`src/verilog/image_pkg.sv`:
```
`default_nettype none

package image_pkg;

    localparam int PIXEL_BITS = 8;

    // four pixels summed need two extra bits
    localparam int BLOCK_SUM_BITS = PIXEL_BITS + 2;

    // one greyscale pixel, also one uart byte
    typedef logic [PIXEL_BITS-1:0] pixel_t;

endpackage

`default_nettype wire

```
`src/verilog/uart_pkg.sv`:
```
`default_nettype none

package uart_pkg;

    localparam int UART_DATA_BITS = 8;    // lsb first

    // start + data + stop
    localparam int UART_FRAME_BITS = UART_DATA_BITS + 2;

    // position within a frame, 0 is the start bit
    typedef logic [3:0] uart_bit_idx_t;

endpackage

`default_nettype wire

```
`src/verilog/uart_receiver.sv`:
```
`timescale 1ns/1ps
`default_nettype none

module uart_receiver
    import uart_pkg::*;
    import image_pkg::*;
#(
    parameter int CLOCKS_PER_BAUD = 50
) (
    input wire clk_100mhz,
    input wire sys_rst,
    input wire rxd_i,
    output pixel_t data_o,
    output logic valid_o
);
    localparam int CNT_BITS = $clog2(CLOCKS_PER_BAUD);
    localparam logic [CNT_BITS-1:0] BAUD_LAST = CNT_BITS'(CLOCKS_PER_BAUD - 1);
    localparam logic [CNT_BITS-1:0] BAUD_HALF = CNT_BITS'(CLOCKS_PER_BAUD / 2);

    logic rxd_meta;
    logic rxd_sync;
    logic active;
    logic sample;
    logic [CNT_BITS-1:0] baud_cnt;
    uart_bit_idx_t bit_idx;

    assign sample = active && (baud_cnt == '0);

    // two flop synchroniser, line idles high
    always_ff @(posedge clk_100mhz) begin
        if (sys_rst) begin
            rxd_meta <= 1'b1;
            rxd_sync <= 1'b1;
        end else begin
            rxd_meta <= rxd_i;
            rxd_sync <= rxd_meta;
        end
    end

    always_ff @(posedge clk_100mhz) begin
        if (sys_rst) begin
            active <= 1'b0;
            baud_cnt <= '0;
            bit_idx <= '0;
            valid_o <= 1'b0;
        end else begin
            valid_o <= 1'b0;
            if (!active) begin
                if (!rxd_sync) begin
                    active <= 1'b1;
                    baud_cnt <= BAUD_HALF;    // first look lands mid start bit
                    bit_idx <= '0;
                end
            end else if (baud_cnt != '0) begin
                baud_cnt <= baud_cnt - 1'b1;
            end else begin
                baud_cnt <= BAUD_LAST;
                bit_idx <= bit_idx + 1'b1;
                if (bit_idx == '0) begin
                    active <= !rxd_sync;    // drop a glitch on the line
                end else if (bit_idx == uart_bit_idx_t'(UART_FRAME_BITS - 1)) begin
                    active <= 1'b0;
                    valid_o <= rxd_sync;    // framing error gives no strobe
                end
            end
        end
    end

    // data bits shift in from the top
    always_ff @(posedge clk_100mhz) begin
        if (sample && bit_idx != '0 && bit_idx <= uart_bit_idx_t'(UART_DATA_BITS)) begin
            data_o <= {rxd_sync, data_o[PIXEL_BITS-1:1]};
        end
    end

endmodule

`default_nettype wire

```
`config.mk`:
```
export PLATFORM = sky130hd
export DESIGN_NAME = uart_receiver
export DESIGN_NICKNAME = d
export VERILOG_FILES = /design/src/verilog/image_pkg.sv /design/src/verilog/uart_pkg.sv /design/src/verilog/uart_receiver.sv
export SDC_FILE = /design/constraint.sdc
export NUM_CORES = 1
export LEC_CHECK = 0
export ABC_AREA = 1
export BUFFER_PORTS_ARGS = -buffer_cell sky130_fd_sc_hd__buf_2
export CORE_MARGIN = 10
export CORE_UTILIZATION = 49
export CTS_CLUSTER_DIAMETER = 80
export DETAILED_ROUTE_END_ITERATION = 6
export PLACE_DENSITY = 0.79
export SETUP_SLACK_MARGIN = 0.02
export SLEW_MARGIN = 20
export SYNTH_ARGS = -nofsm -noshare
export SYNTH_HDL_FRONTEND = slang
export SYNTH_SLANG_ARGS = --single-unit
export TNS_END_PERCENT = 50
```
`constraint.sdc`:
```
create_clock -name clk_100mhz -period 2.1 [get_ports clk_100mhz]
set_clock_uncertainty 0.2 [all_clocks]
set_input_delay 0.63 -clock clk_100mhz [delete_from_list [all_inputs] [get_ports clk_100mhz]]
set_output_delay 0.63 -clock clk_100mhz [all_outputs]
set_load 0.05 [all_outputs]
```
==> run_results.csv, run 1 <==
group,metric,value,unit
outcome,status,"completed",
hold_path,worstHoldPathCells,1,
timing,finalSetupViolations,0,
worst_setup_path,crit_type,"flop to flop",
clock_tree,clk_latency,0.31,ns
worst_setup_path,critPathCaptureType,"flop",
drt,via_count,765,
timing,period_needed,1.82,ns
timing,hold_viol,0,
drt,drt-total-wl,1.80,mm
grt,grt_pass1_vias,751,
drt,dr.pass1.iters,4,
worst_setup_path,path_delay_family,"simple AND/OR/NAND/NOR gates",
power,p_comb_frac,0.114,
power,power_leakage,0.490,nW
yosys,yosysWarnings,0,
hold_path,hold_path.class,"flop to flop",
run,drv_cap,0,
clock_tree,numCtsBuffers,3,
power,power_frac_seq,0.527,
timing,maxSlewHeadroom,0.789,
floorplan,io_pins,12,
power,peakVddDrop,0.000738,V
floorplan,fp.dieH,65.2,µm
worst_setup_path,cp_max_fo,8,
power,intPower,0.684,mW
drt,ant_nets,0,
worst_setup_path,slowest_delay,0.32,ns
yosys,muxShareOfSynthArea,0,
yosys,synth-seq-cells,22,
yosys,yosysTopAreaCellShare,0.280,
grt,grt_overflow,0,
placement,portBuffers,11,
yosys,avgSynthCellArea,9.02,µm²
worst_setup_path,crit_chain,"inv_2 -> ha_1 -> inv_1 -> nor2_4 -> nand4_4 -> clkinv_2 -> nand2_1 -> nor2_1 -> buf_4",
yosys,syn_inst,111,
layout,regArea,520,µm²
timing,drv_slew,0,
timing,rsz0062_at_grt,"no",
yosys,synthSimpleGateAreaFrac,0.240,
worst_setup_path,cp_slowest_cell,"dfxtp_1",
layout,drive_above_1_share,0.222,
placement,place_congestion,0.803,
placement,hpwl,1.40,mm
floorplan,core_area,0.00194,mm²
yosys,synth_xor_area_frac,0.0175,
power,clockPowerShare,0.359,
worst_setup_path,r2r_cells,9,
layout,multiInputGateArea,405,µm²
yosys,synth_nets,118,
power,p_switching,0.206,mW
layout,fillers,169,
worst_setup_path,cp.required,1.94,ns
timing,max_freq,551,MHz
layout,diodes,0,
clock_tree,path_clk_slew,0.12,ns
yosys,synthAdderAreaFrac,0.0500,
timing,tns,0,ns
placement,post_dp_cell_area,0.00109,mm²
worst_setup_path,worst-path-buf-inv,4,
clock_tree,clkSinkCount,22,
grt,grt_max_degree,14,
yosys,synthTopCellsByArea,"dfxtp_1 28%, edfxtp_1 24%, nand2_1 7.9%",
drt,wl_per_cell,11.8,µm
timing,worst_pin_slew,0.316,ns
yosys,synth_compound_area_frac,0.0975,
grt,grt_usage,0.0925,
floorplan,dieArea,0.00425,mm²
yosys,ys_seq_area_frac,0.520,
yosys,ys_types,20,
worst_setup_path,cp.depth,9,
floorplan,initial_core_util,0.515,
power,p_sw_frac,0.232,
clock_tree,cts_buffer_depth,2,
floorplan,fp.dieW,65.2,µm
floorplan,rows,16,
drt,viasPerCell,5.00,
clock_tree,cts_tree,"built",
layout,fin_area,0.00115,mm²
yosys,synth_top_family_by_area,"simple AND/OR/NAND/NOR gates",
timing,fin_crit_sh,0.865,
layout,syn_to_final_growth,14.6,%
yosys,syn-cell-area,0.00100,mm²
grt,antenna_found_initial,0,
power,power_density,776,mW/mm²
drt,drcViolationCount,0,
grt,grt_pass1_wl,3.15,mm
clock_tree,clock-root-buffer,"clkbuf_4",
yosys,yosysTopAreaCell,"dfxtp_1",
layout,num-nets-final,134,
worst_setup_path,cp-start-kind,"flop",
worst_setup_path,cp_data_arrival_time,1.66,ns
drt,drtIter0Drc,12,
clock_tree,h-tree-depth,1,
## per-stage QoR
| step | hold WS (ns) | power [mW] | std cells | setup WS [ns] | utilization |
|---|---|---|---|---|---|
| finish | 0.230 | 0.890 | 153 | 0.284 | 0.591 |
| global route | 0.251 | 0.929 | 153 | 0.0791 | 0.591 |
| CTS | 0.237 | 0.892 | 152 | 0.147 | 0.587 |
| detailed placement | 0.201 | 0.578 | 148 | 0.157 | 0.560 |
| global placement | 0.196 | 0.574 | 148 | 0.242 | 0.560 |
| floorplan | 0.189 | 0.558 | 111 | 0.101 | - |
## layout make-up
class,instances,area share
inverter,17,0.0567
multi-input combinational,70,0.353
clock inverter,1,0.0262
timing repair buffer,13,0.0611
clock buffer,3,0.0196
sequential,22,0.454
tap,27,0.0294
## Yosys cell counts (all sizes together)
| cell | instances |
|---|---|
| a21oi | 12 |
| buf | 2 |
| clkinv | 1 |
| dfxtp | 14 |
| edfxtp | 8 |
| ha | 4 |
| inv | 16 |
| nand2 | 22 |
| nand3 | 10 |
| nand4 | 3 |
| nor2 | 9 |
| nor3 | 1 |
| o211ai | 2 |
| o21ai | 3 |
| or2 | 2 |
| xor2 | 2 |
## worst reg2reg max path, delay by kind of cell (launching register included)
kind          cells  cell delay [ns]
simple gates      4             0.43
buf+inv           4             0.42
flops             1             0.32
fa+ha+maj         1             0.19
## power groups by stage
stage          logic, mW  clock network [mW]  registers (mW)
6_report           0.102               0.319           0.469
5_1_grt            0.116               0.342           0.472
4_1_cts            0.100               0.323           0.468
3_5_place_dp      0.0998                   0           0.478
3_3_place_gp      0.0964                   0           0.478
2_1_floorplan     0.0837                   0           0.475
## routing by layer
metal  part of all wire  vias to the layer above  global-route usage
met2               0.49                       21               0.152
met4              0.033                        0              0.0642
met3              0.068                        8              0.0373
met5                  0                        -                   0
met1               0.41                      341              0.0938
li1                   -                      395                   -
## cells in the final DEF, fill, tap and decap left out, types with 2 or more instances in the layout
master    count
a21oi_1      10
a21oi_2       2
buf_2        11
buf_4         2
clkbuf_4      3
dfxtp_1      14
edfxtp_1      8
ha_1          4
inv_1        15
nand2_1      21
nand3_1      10
nand4_1       2
nor2_1        7
nor2_4        2
o211ai_1      2
o21ai_0       3
or2_2         2
xor2_1        2
## worst paths after layout
path,startpoint,end,slack [ns]
hold reg to reg,rxd_meta$_SDFF_PP1_,rxd_sync$_SDFF_PP1_,0.23
setup / recovery,baud_cnt[0]$_SDFFE_PP0P_,data_o[5]$_DFFE_PP_,0.28
setup reg to reg,baud_cnt[0]$_SDFFE_PP0P_,data_o[5]$_DFFE_PP_,0.28
hold / removal,rxd_meta$_SDFF_PP1_,rxd_sync$_SDFF_PP1_,0.23
## repair_timing
| action | CTS | global route |
|---|---|---|
| setup buffers | 0 | 1 |
| gates resized for setup | 0 | 1 |
| hold buffers | 0 | 0 |
| endpoints found under the setup margin | 0 | 8 |
## sequential cells by signal, summed over array words and instances, names as in the netlist
signal and cells:
data_o 8, baud_cnt 6, bit_idx 4, active 1, rxd_meta 1, rxd_sync 1
valid_o 1
## cell families (layout without fill, tap and decap cells)
kind of cell,after synthesis,in the layout
flops,22,22
compound gates,17,17
simple gates,47,47
fa+ha+maj,4,4
xor+xnor,2,2
buf+inv,19,34
No activity file was read; power rests on OpenSTA's default activity.
==> run 2: changes to the inputs <==
--- a/config.mk
+++ b/config.mk
@@ -6,7 +6,7 @@
 export NUM_CORES = 1
 export LEC_CHECK = 0
 export ABC_AREA = 1
-export BUFFER_PORTS_ARGS = -buffer_cell sky130_fd_sc_hd__buf_2
+export BUFFER_PORTS_ARGS = -buffer_cell sky130_fd_sc_hd__buf_4
 export CORE_MARGIN = 10
 export CORE_UTILIZATION = 49
 export CTS_CLUSTER_DIAMETER = 80
==> constraint.sdc (replaced) <==
create_clock -name clk_100mhz -period 1.5 [get_ports clk_100mhz]
set_clock_uncertainty 0.2 [all_clocks]
set_input_delay 0.45 -clock clk_100mhz [delete_from_list [all_inputs] [get_ports clk_100mhz]]
set_output_delay 0.45 -clock clk_100mhz [all_outputs]
set_load 0.05 [all_outputs]
==> run 2 against run 1 <==
Critical path depth fell by 1. Cell count grew 12%. Fmax rose by 12%. The flow now finishes with violations (negative setup slack).
==> run_results.csv, run 2 (synthesis gave the netlist of run 1 again) <==
group,metric,value,unit
drt,drt-total-wl,2.39,mm
drt,drcViolationCount,0,
drt,ant_nets,0,
worst_setup_path,cp.required,1.31,ns
layout,diodes,0,
worst_setup_path,cp.depth,8,
placement,place_congestion,0.803,
floorplan,fp.dieW,65.2,µm
timing,rsz0062_at_grt,"yes",
worst_setup_path,cp-start-kind,"flop",
layout,fin_util,0.723,
grt,grt_overflow,0,
timing,worst_pin_slew,0.266,ns
outcome,violations,"negative setup slack",
worst_setup_path,path_delay_family,"simple AND/OR/NAND/NOR gates",
worst_setup_path,rr_startpoint,"baud_cnt[0]$_SDFFE_PP0P_",
worst_setup_path,crit_chain,"inv_2 -> ha_4 -> inv_2 -> nor2_4 -> nand4_4 -> clkinv_4 -> nand2_4 -> nor2_4",
power,power,1.17,mW
timing,hold_ws,0.119,ns
clock_tree,path_clk_slew,0.12,ns
layout,largest_register,"data_o",
run,drv_cap,0,
drt,drtIter0Drc,18,
drt,viasPerCell,5.07,
clock_tree,h-tree-depth,1,
floorplan,rows,16,
drt,wl_per_cell,13.9,µm
clock_tree,clk_latency,0.30,ns
timing,drv_slew,0,
worst_setup_path,crit_type,"flop to flop",
power,power_leakage,0.620,nW
power,power_density,835,mW/mm²
timing,max_freq,619,MHz
timing,period_needed,1.61,ns
worst_setup_path,crit_start,"baud_cnt[0]$_SDFFE_PP0P_",
layout,layout_commonest_cell,"buf_4",
hold_path,hold_path.class,"input port to flop",
drt,dr.pass1.iters,4,
placement,dp_slack,-0.145,ns
timing,tns,-1.43,ns
placement,portBuffers,11,
worst_setup_path,cp_max_fo,8,
clock_tree,clkSinkCount,22,
timing,hold_viol,0,
worst_setup_path,critPathCaptureType,"flop",
clock_tree,cts_buffer_depth,2,
worst_setup_path,slowest_delay,0.33,ns
worst_setup_path,cp_data_arrival_time,1.42,ns
worst_setup_path,reg2reg_slack,-0.11,ns
grt,antenna_found_initial,0,
worst_setup_path,worst-path-buf-inv,3,
layout,largest_register_ffs,8,
grt,grt_pass1_vias,897,
grt,grt_pass1_wl,3.82,mm
floorplan,fp.dieH,65.2,µm
layout,reg_top3,"data_o (8), baud_cnt (6), bit_idx (4)",
layout,num-nets-final,153,
placement,hpwl,1.66,mm
clock_tree,numCtsBuffers,3,
floorplan,dieArea,0.00425,mm²
grt,grt_max_degree,13,
timing,fin_ws,-0.115,ns
clock_tree,cts_tree,"built",
outcome,status,"complete, but fails checks",
timing,finalSetupViolations,17,
floorplan,initial_core_util,0.515,
worst_setup_path,cp_slowest_cell,"dfxtp_2",
layout,layout_common_cells,"21 x buf_4, 19 x nand2_1, 13 x inv_1",
timing,maxSlewHeadroom,0.822,
hold_path,worstHoldStart,"rxd_i",
clock_tree,clock-root-buffer,"clkbuf_4",
layout,drive_above_1_share,0.421,
grt,grt_usage,0.111,
worst_setup_path,crit_end,"data_o[1]$_DFFE_PP_",
worst_setup_path,r2r_cells,8,
worst_setup_path,rr_endpoint,"data_o[1]$_DFFE_PP_",
power,peakVddDrop,0.000725,V
drt,via_count,872,
layout,syn_to_final_growth,40.3,%
floorplan,core_area,0.00194,mm²
floorplan,io_pins,12,
timing,fin_crit_sh,1.08,
-- run 2: cell types whose count changed in the layout (fill, tap and decap cells not counted), moves of 2 or more --
cell     before  now
dfxtp_2       0    3
dfxtp_1      14   11
a21oi_2       2    4
a21oi_1      10    8
buf_4         2   21
inv_1        15   13
nand2_1      21   19
nand3_1      10    8
nand3_2       0    2
inv_2         1    3
nor2_1        7    5
buf_6         0   10
buf_2        11    0
-- run 2: area by class of cell --
class	count	area [µm²]
Clock buffer	3	22.5
Timing Repair Buffer	32	285
Multi-Input combinational cell	70	465
Clock inverter	1	3.75
Tap cell	27	33.8
Fill cell	142	538
Inverter	17	68.8
Sequential cell	22	524
-- run 2: repair_timing --
item / CTS / global route
pin swaps: 5 / 7
endpoints found under the setup margin: 18 / 26
hold buffers: 0 / 0
gates cloned: 0 / 0
buffers inserted: 6 / 3
resized for setup: 12 / 13
-- run 2: worst min path at each step --
| stage | endpoint | slack (ns) | cells past startpoint |
|---|---|---|---|
| CTS | rxd_meta$_SDFF_PP1_ | 0.12 | 2 |
| global route | rxd_meta$_SDFF_PP1_ | 0.12 | 2 |
| detailed placement | rxd_sync$_SDFF_PP1_ | 0.20 | 1 |
| global placement | rxd_sync$_SDFF_PP1_ | 0.19 | 1 |
| floorplan | rxd_sync$_SDFF_PP1_ | 0.19 | 1 |
| finish | rxd_meta$_SDFF_PP1_ | 0.12 | 2 |
-- run 2: power breakdown --
part | switching [mW] | internal, mW | total [mW]
registers | 0.0175 | 0.635 | 0.652
clock network | 0.175 | 0.0972 | 0.272
logic | 0.133 | 0.115 | 0.248
-- run 2: metal layers --
layer  track usage  share of wire  up-vias  routed length (µm)
met5             0              0        -                   0
met4        0.0722          0.020        0                  48
met3        0.0203          0.029        7                  69
met2         0.207           0.54       26                1290
met1         0.109           0.41      408                 984
li1              -              -      431                   -
-- run 2: metrics by stage --
| stage | cells | instance area [µm²] |
|---|---|---|
| after global routing | 172 | 1400 |
| final | 172 | 1400 |
| after detailed placement | 162 | 1250 |
| after global placement | 162 | 1250 |
| after CTS | 172 | 1360 |
| after floorplan | 111 | 1030 |
-- run 2: worst register-to-register path, cell delays in order (launching register included) --
cell      delay [ns]
dfxtp_2         0.33
inv_2           0.07
ha_4            0.14
inv_2           0.04
nor2_4          0.10
nand4_4         0.11
clkinv_4        0.08
nand2_4         0.05
nor2_4          0.20
==> run 3: changes to the inputs <==
==> constraint.sdc (replaced) <==
create_clock -name clk_100mhz -period 1.4 [get_ports clk_100mhz]
set_clock_uncertainty 0.2 [all_clocks]
set_input_delay 0.42 -clock clk_100mhz [delete_from_list [all_inputs] [get_ports clk_100mhz]]
set_output_delay 0.42 -clock clk_100mhz [all_outputs]
set_load 0.05 [all_outputs]
==> run 3 against run 2 <==
The run still ends with negative setup slack left. Fmax up 0.58%. Combinational power up 9.3%. Worst hold slack worse by 0.029 ns. Clock-buffer cell count unchanged. Routed wire length up 5.0%. Global-route usage up 1.1 points. Worst setup slack worse by 0.091 ns. Via count up 2.1%. Largest cell class unchanged. Largest power group unchanged. Highest routed layer unchanged.
==> run_results.csv, run 3 (synthesis gave the netlist of run 1 again) <==
group,metric,value,unit
hold_path,worstHoldPathCells,2,
clock_tree,cts_tree,"built",
run,drv_cap,0,
layout,drive_above_1_share,0.473,
drt,drtIter0Drc,18,
hold_path,worstHoldStart,"rxd_i",
worst_setup_path,cp_max_fo,8,
grt,busiest_layer,"met2",
worst_setup_path,crit_start,"baud_cnt[1]$_SDFFE_PP0P_",
drt,ant_nets,0,
worst_setup_path,r2r_cells,8,
hold_path,hold_path.class,"input port to flop",
drt,dr.pass1.iters,4,
layout,layout_common_cells,"26 x buf_4, 15 x nand2_1, 12 x inv_1",
drt,viasPerCell,5.03,
grt,grt_max_degree,14,
power,power_leakage,0.649,nW
placement,hpwl,1.66,mm
timing,fin_ws,-0.206,ns
timing,maxSlewHeadroom,0.797,
layout,fin_area,0.00148,mm²
timing,period_needed,1.61,ns
layout,diodes,0,
layout,num-nets-final,158,
grt,use_met2,0.216,
layout,stdcell_count,177,
layout,largest_register_ffs,8,
floorplan,fp.dieW,65.2,µm
outcome,violations,"negative setup slack",
layout,layout_commonest_cell,"buf_4",
layout,syn_to_final_growth,47.5,%
floorplan,rows,16,
worst_setup_path,rr_startpoint,"baud_cnt[1]$_SDFFE_PP0P_",
worst_setup_path,cp-start-kind,"flop",
floorplan,dieArea,0.00425,mm²
power,power,1.44,mW
grt,met3_usage,0.0390,
clock_tree,cts_buffer_depth,2,
worst_setup_path,slowest_delay,0.34,ns
grt,grtUsageMet1,0.131,
layout,fillers,132,
power,power_density,977,mW/mm²
drt,via_count,890,
timing,worst_pin_slew,0.301,ns
worst_setup_path,rr_endpoint,"data_o[3]$_DFFE_PP_",
grt,grt_pass1_vias,935,
floorplan,core_area,0.00194,mm²
drt,wl_per_cell,14.2,µm
worst_setup_path,crit_type,"flop to flop",
clock_tree,clock-root-buffer,"clkbuf_4",
worst_setup_path,cp.required,1.20,ns
power,peakVddDrop,0.00110,V
clock_tree,h-tree-depth,1,
outcome,status,"complete, but fails checks",
floorplan,initial_core_util,0.515,
placement,dp_cells,167,
layout,regArea,524,µm²
drt,drt-total-wl,2.51,mm
timing,rsz0062_at_grt,"yes",
hold_path,min_to,"rxd_meta$_SDFF_PP1_",
floorplan,io_pins,12,
worst_setup_path,crit_chain,"inv_2 -> ha_4 -> inv_2 -> nor2_4 -> nand4_4 -> clkinv_4 -> nand2_4 -> nor2_4",
timing,max_freq,623,MHz
clock_tree,clk_latency,0.30,ns
worst_setup_path,cp_data_arrival_time,1.41,ns
placement,post_dp_cell_area,0.00129,mm²
timing,finalSetupViolations,24,
worst_setup_path,reg2reg_slack,-0.21,ns
grt,grt_pass1_wl,4.14,mm
clock_tree,clkSinkCount,22,
layout,multiInputGateArea,474,µm²
layout,reg_top3,"data_o (8), baud_cnt (6), bit_idx (4)",
timing,hold_viol,0,
clock_tree,numCtsBuffers,3,
timing,tns,-3.33,ns
grt,antenna_found_initial,0,
placement,portBuffers,11,
drt,drcViolationCount,0,
worst_setup_path,critPathCaptureType,"flop",
clock_tree,path_clk_slew,0.12,ns
placement,place_congestion,0.797,
layout,largest_register,"data_o",
floorplan,fp.dieH,65.2,µm
grt,grt_usage,0.122,
clock_tree,holdBufCountCts,0,
timing,fin_crit_sh,1.15,
worst_setup_path,cp_slowest_cell,"dfxtp_2",
grt,grt_overflow,0,
timing,drv_slew,0,
[run 3: cell types whose count changed in the layout (fill, tap and decap cells not counted), sizes merged]
cell	change
bufinv	+1
clkinv	-1
buf	+5
[run 3: area by class of cell]
type,count,share of cell area
Clock inverter,1,0.0203
Tap cell,27,0.0229
Timing Repair Buffer,37,0.219
Inverter,17,0.0466
Multi-Input combinational cell,70,0.321
Sequential cell,22,0.355
Clock buffer,3,0.0153
[run 3: critical path: cells and delay by family, from the launching register on]
kind	cells	cell delay (ns)
buffers and inverters	3	0.18
and+or+nand+nor	4	0.45
DFF	1	0.34
adders and majority gates	1	0.13
[run 3: worst max-delay path by stage]
stage          cells after the start                   to  slack (ns)
2_1_floorplan                      8  data_o[0]$_DFFE_PP_       -0.28
3_3_place_gp                       8  data_o[0]$_DFFE_PP_       -0.19
3_5_place_dp                       8  data_o[0]$_DFFE_PP_       -0.22
4_1_cts                            8  data_o[3]$_DFFE_PP_       -0.19
5_1_grt                            8  data_o[3]$_DFFE_PP_       -0.26
6_report                           8  data_o[3]$_DFFE_PP_       -0.21
[run 3: timing repair]
item                       4_1_cts  5_1_grt
setup buffers                    5        2
setup endpoints to repair       26       28
gates resized for setup         19       10
pin swaps                        5        4
[run 3: routing by layer]
| layer | share of wire | routed length, µm |
|---|---|---|
| met5 | 0 | 0 |
| met4 | 0.0036 | 9 |
| met3 | 0.033 | 84 |
| met2 | 0.55 | 1380 |
| met1 | 0.41 | 1040 |
[run 3: report_power, final]
group          leakage [nW]  total (mW)  internal [mW]  switching, mW
logic                 0.434       0.271          0.122          0.150
clock network        0.0279       0.475          0.289          0.186
registers             0.187       0.697          0.680         0.0165
total                 0.649        1.44           1.09          0.352
[run 3: stage by stage]
step / util / hold slack, ns / worst slack (ns)
finish: 0.760 / 0.0900 / -0.206
global route: 0.760 / 0.0864 / -0.255
CTS: 0.743 / 0.0896 / -0.190
detailed placement: 0.664 / 0.200 / -0.224
global placement: 0.664 / 0.195 / -0.189
floorplan: - / 0.189 / -0.283
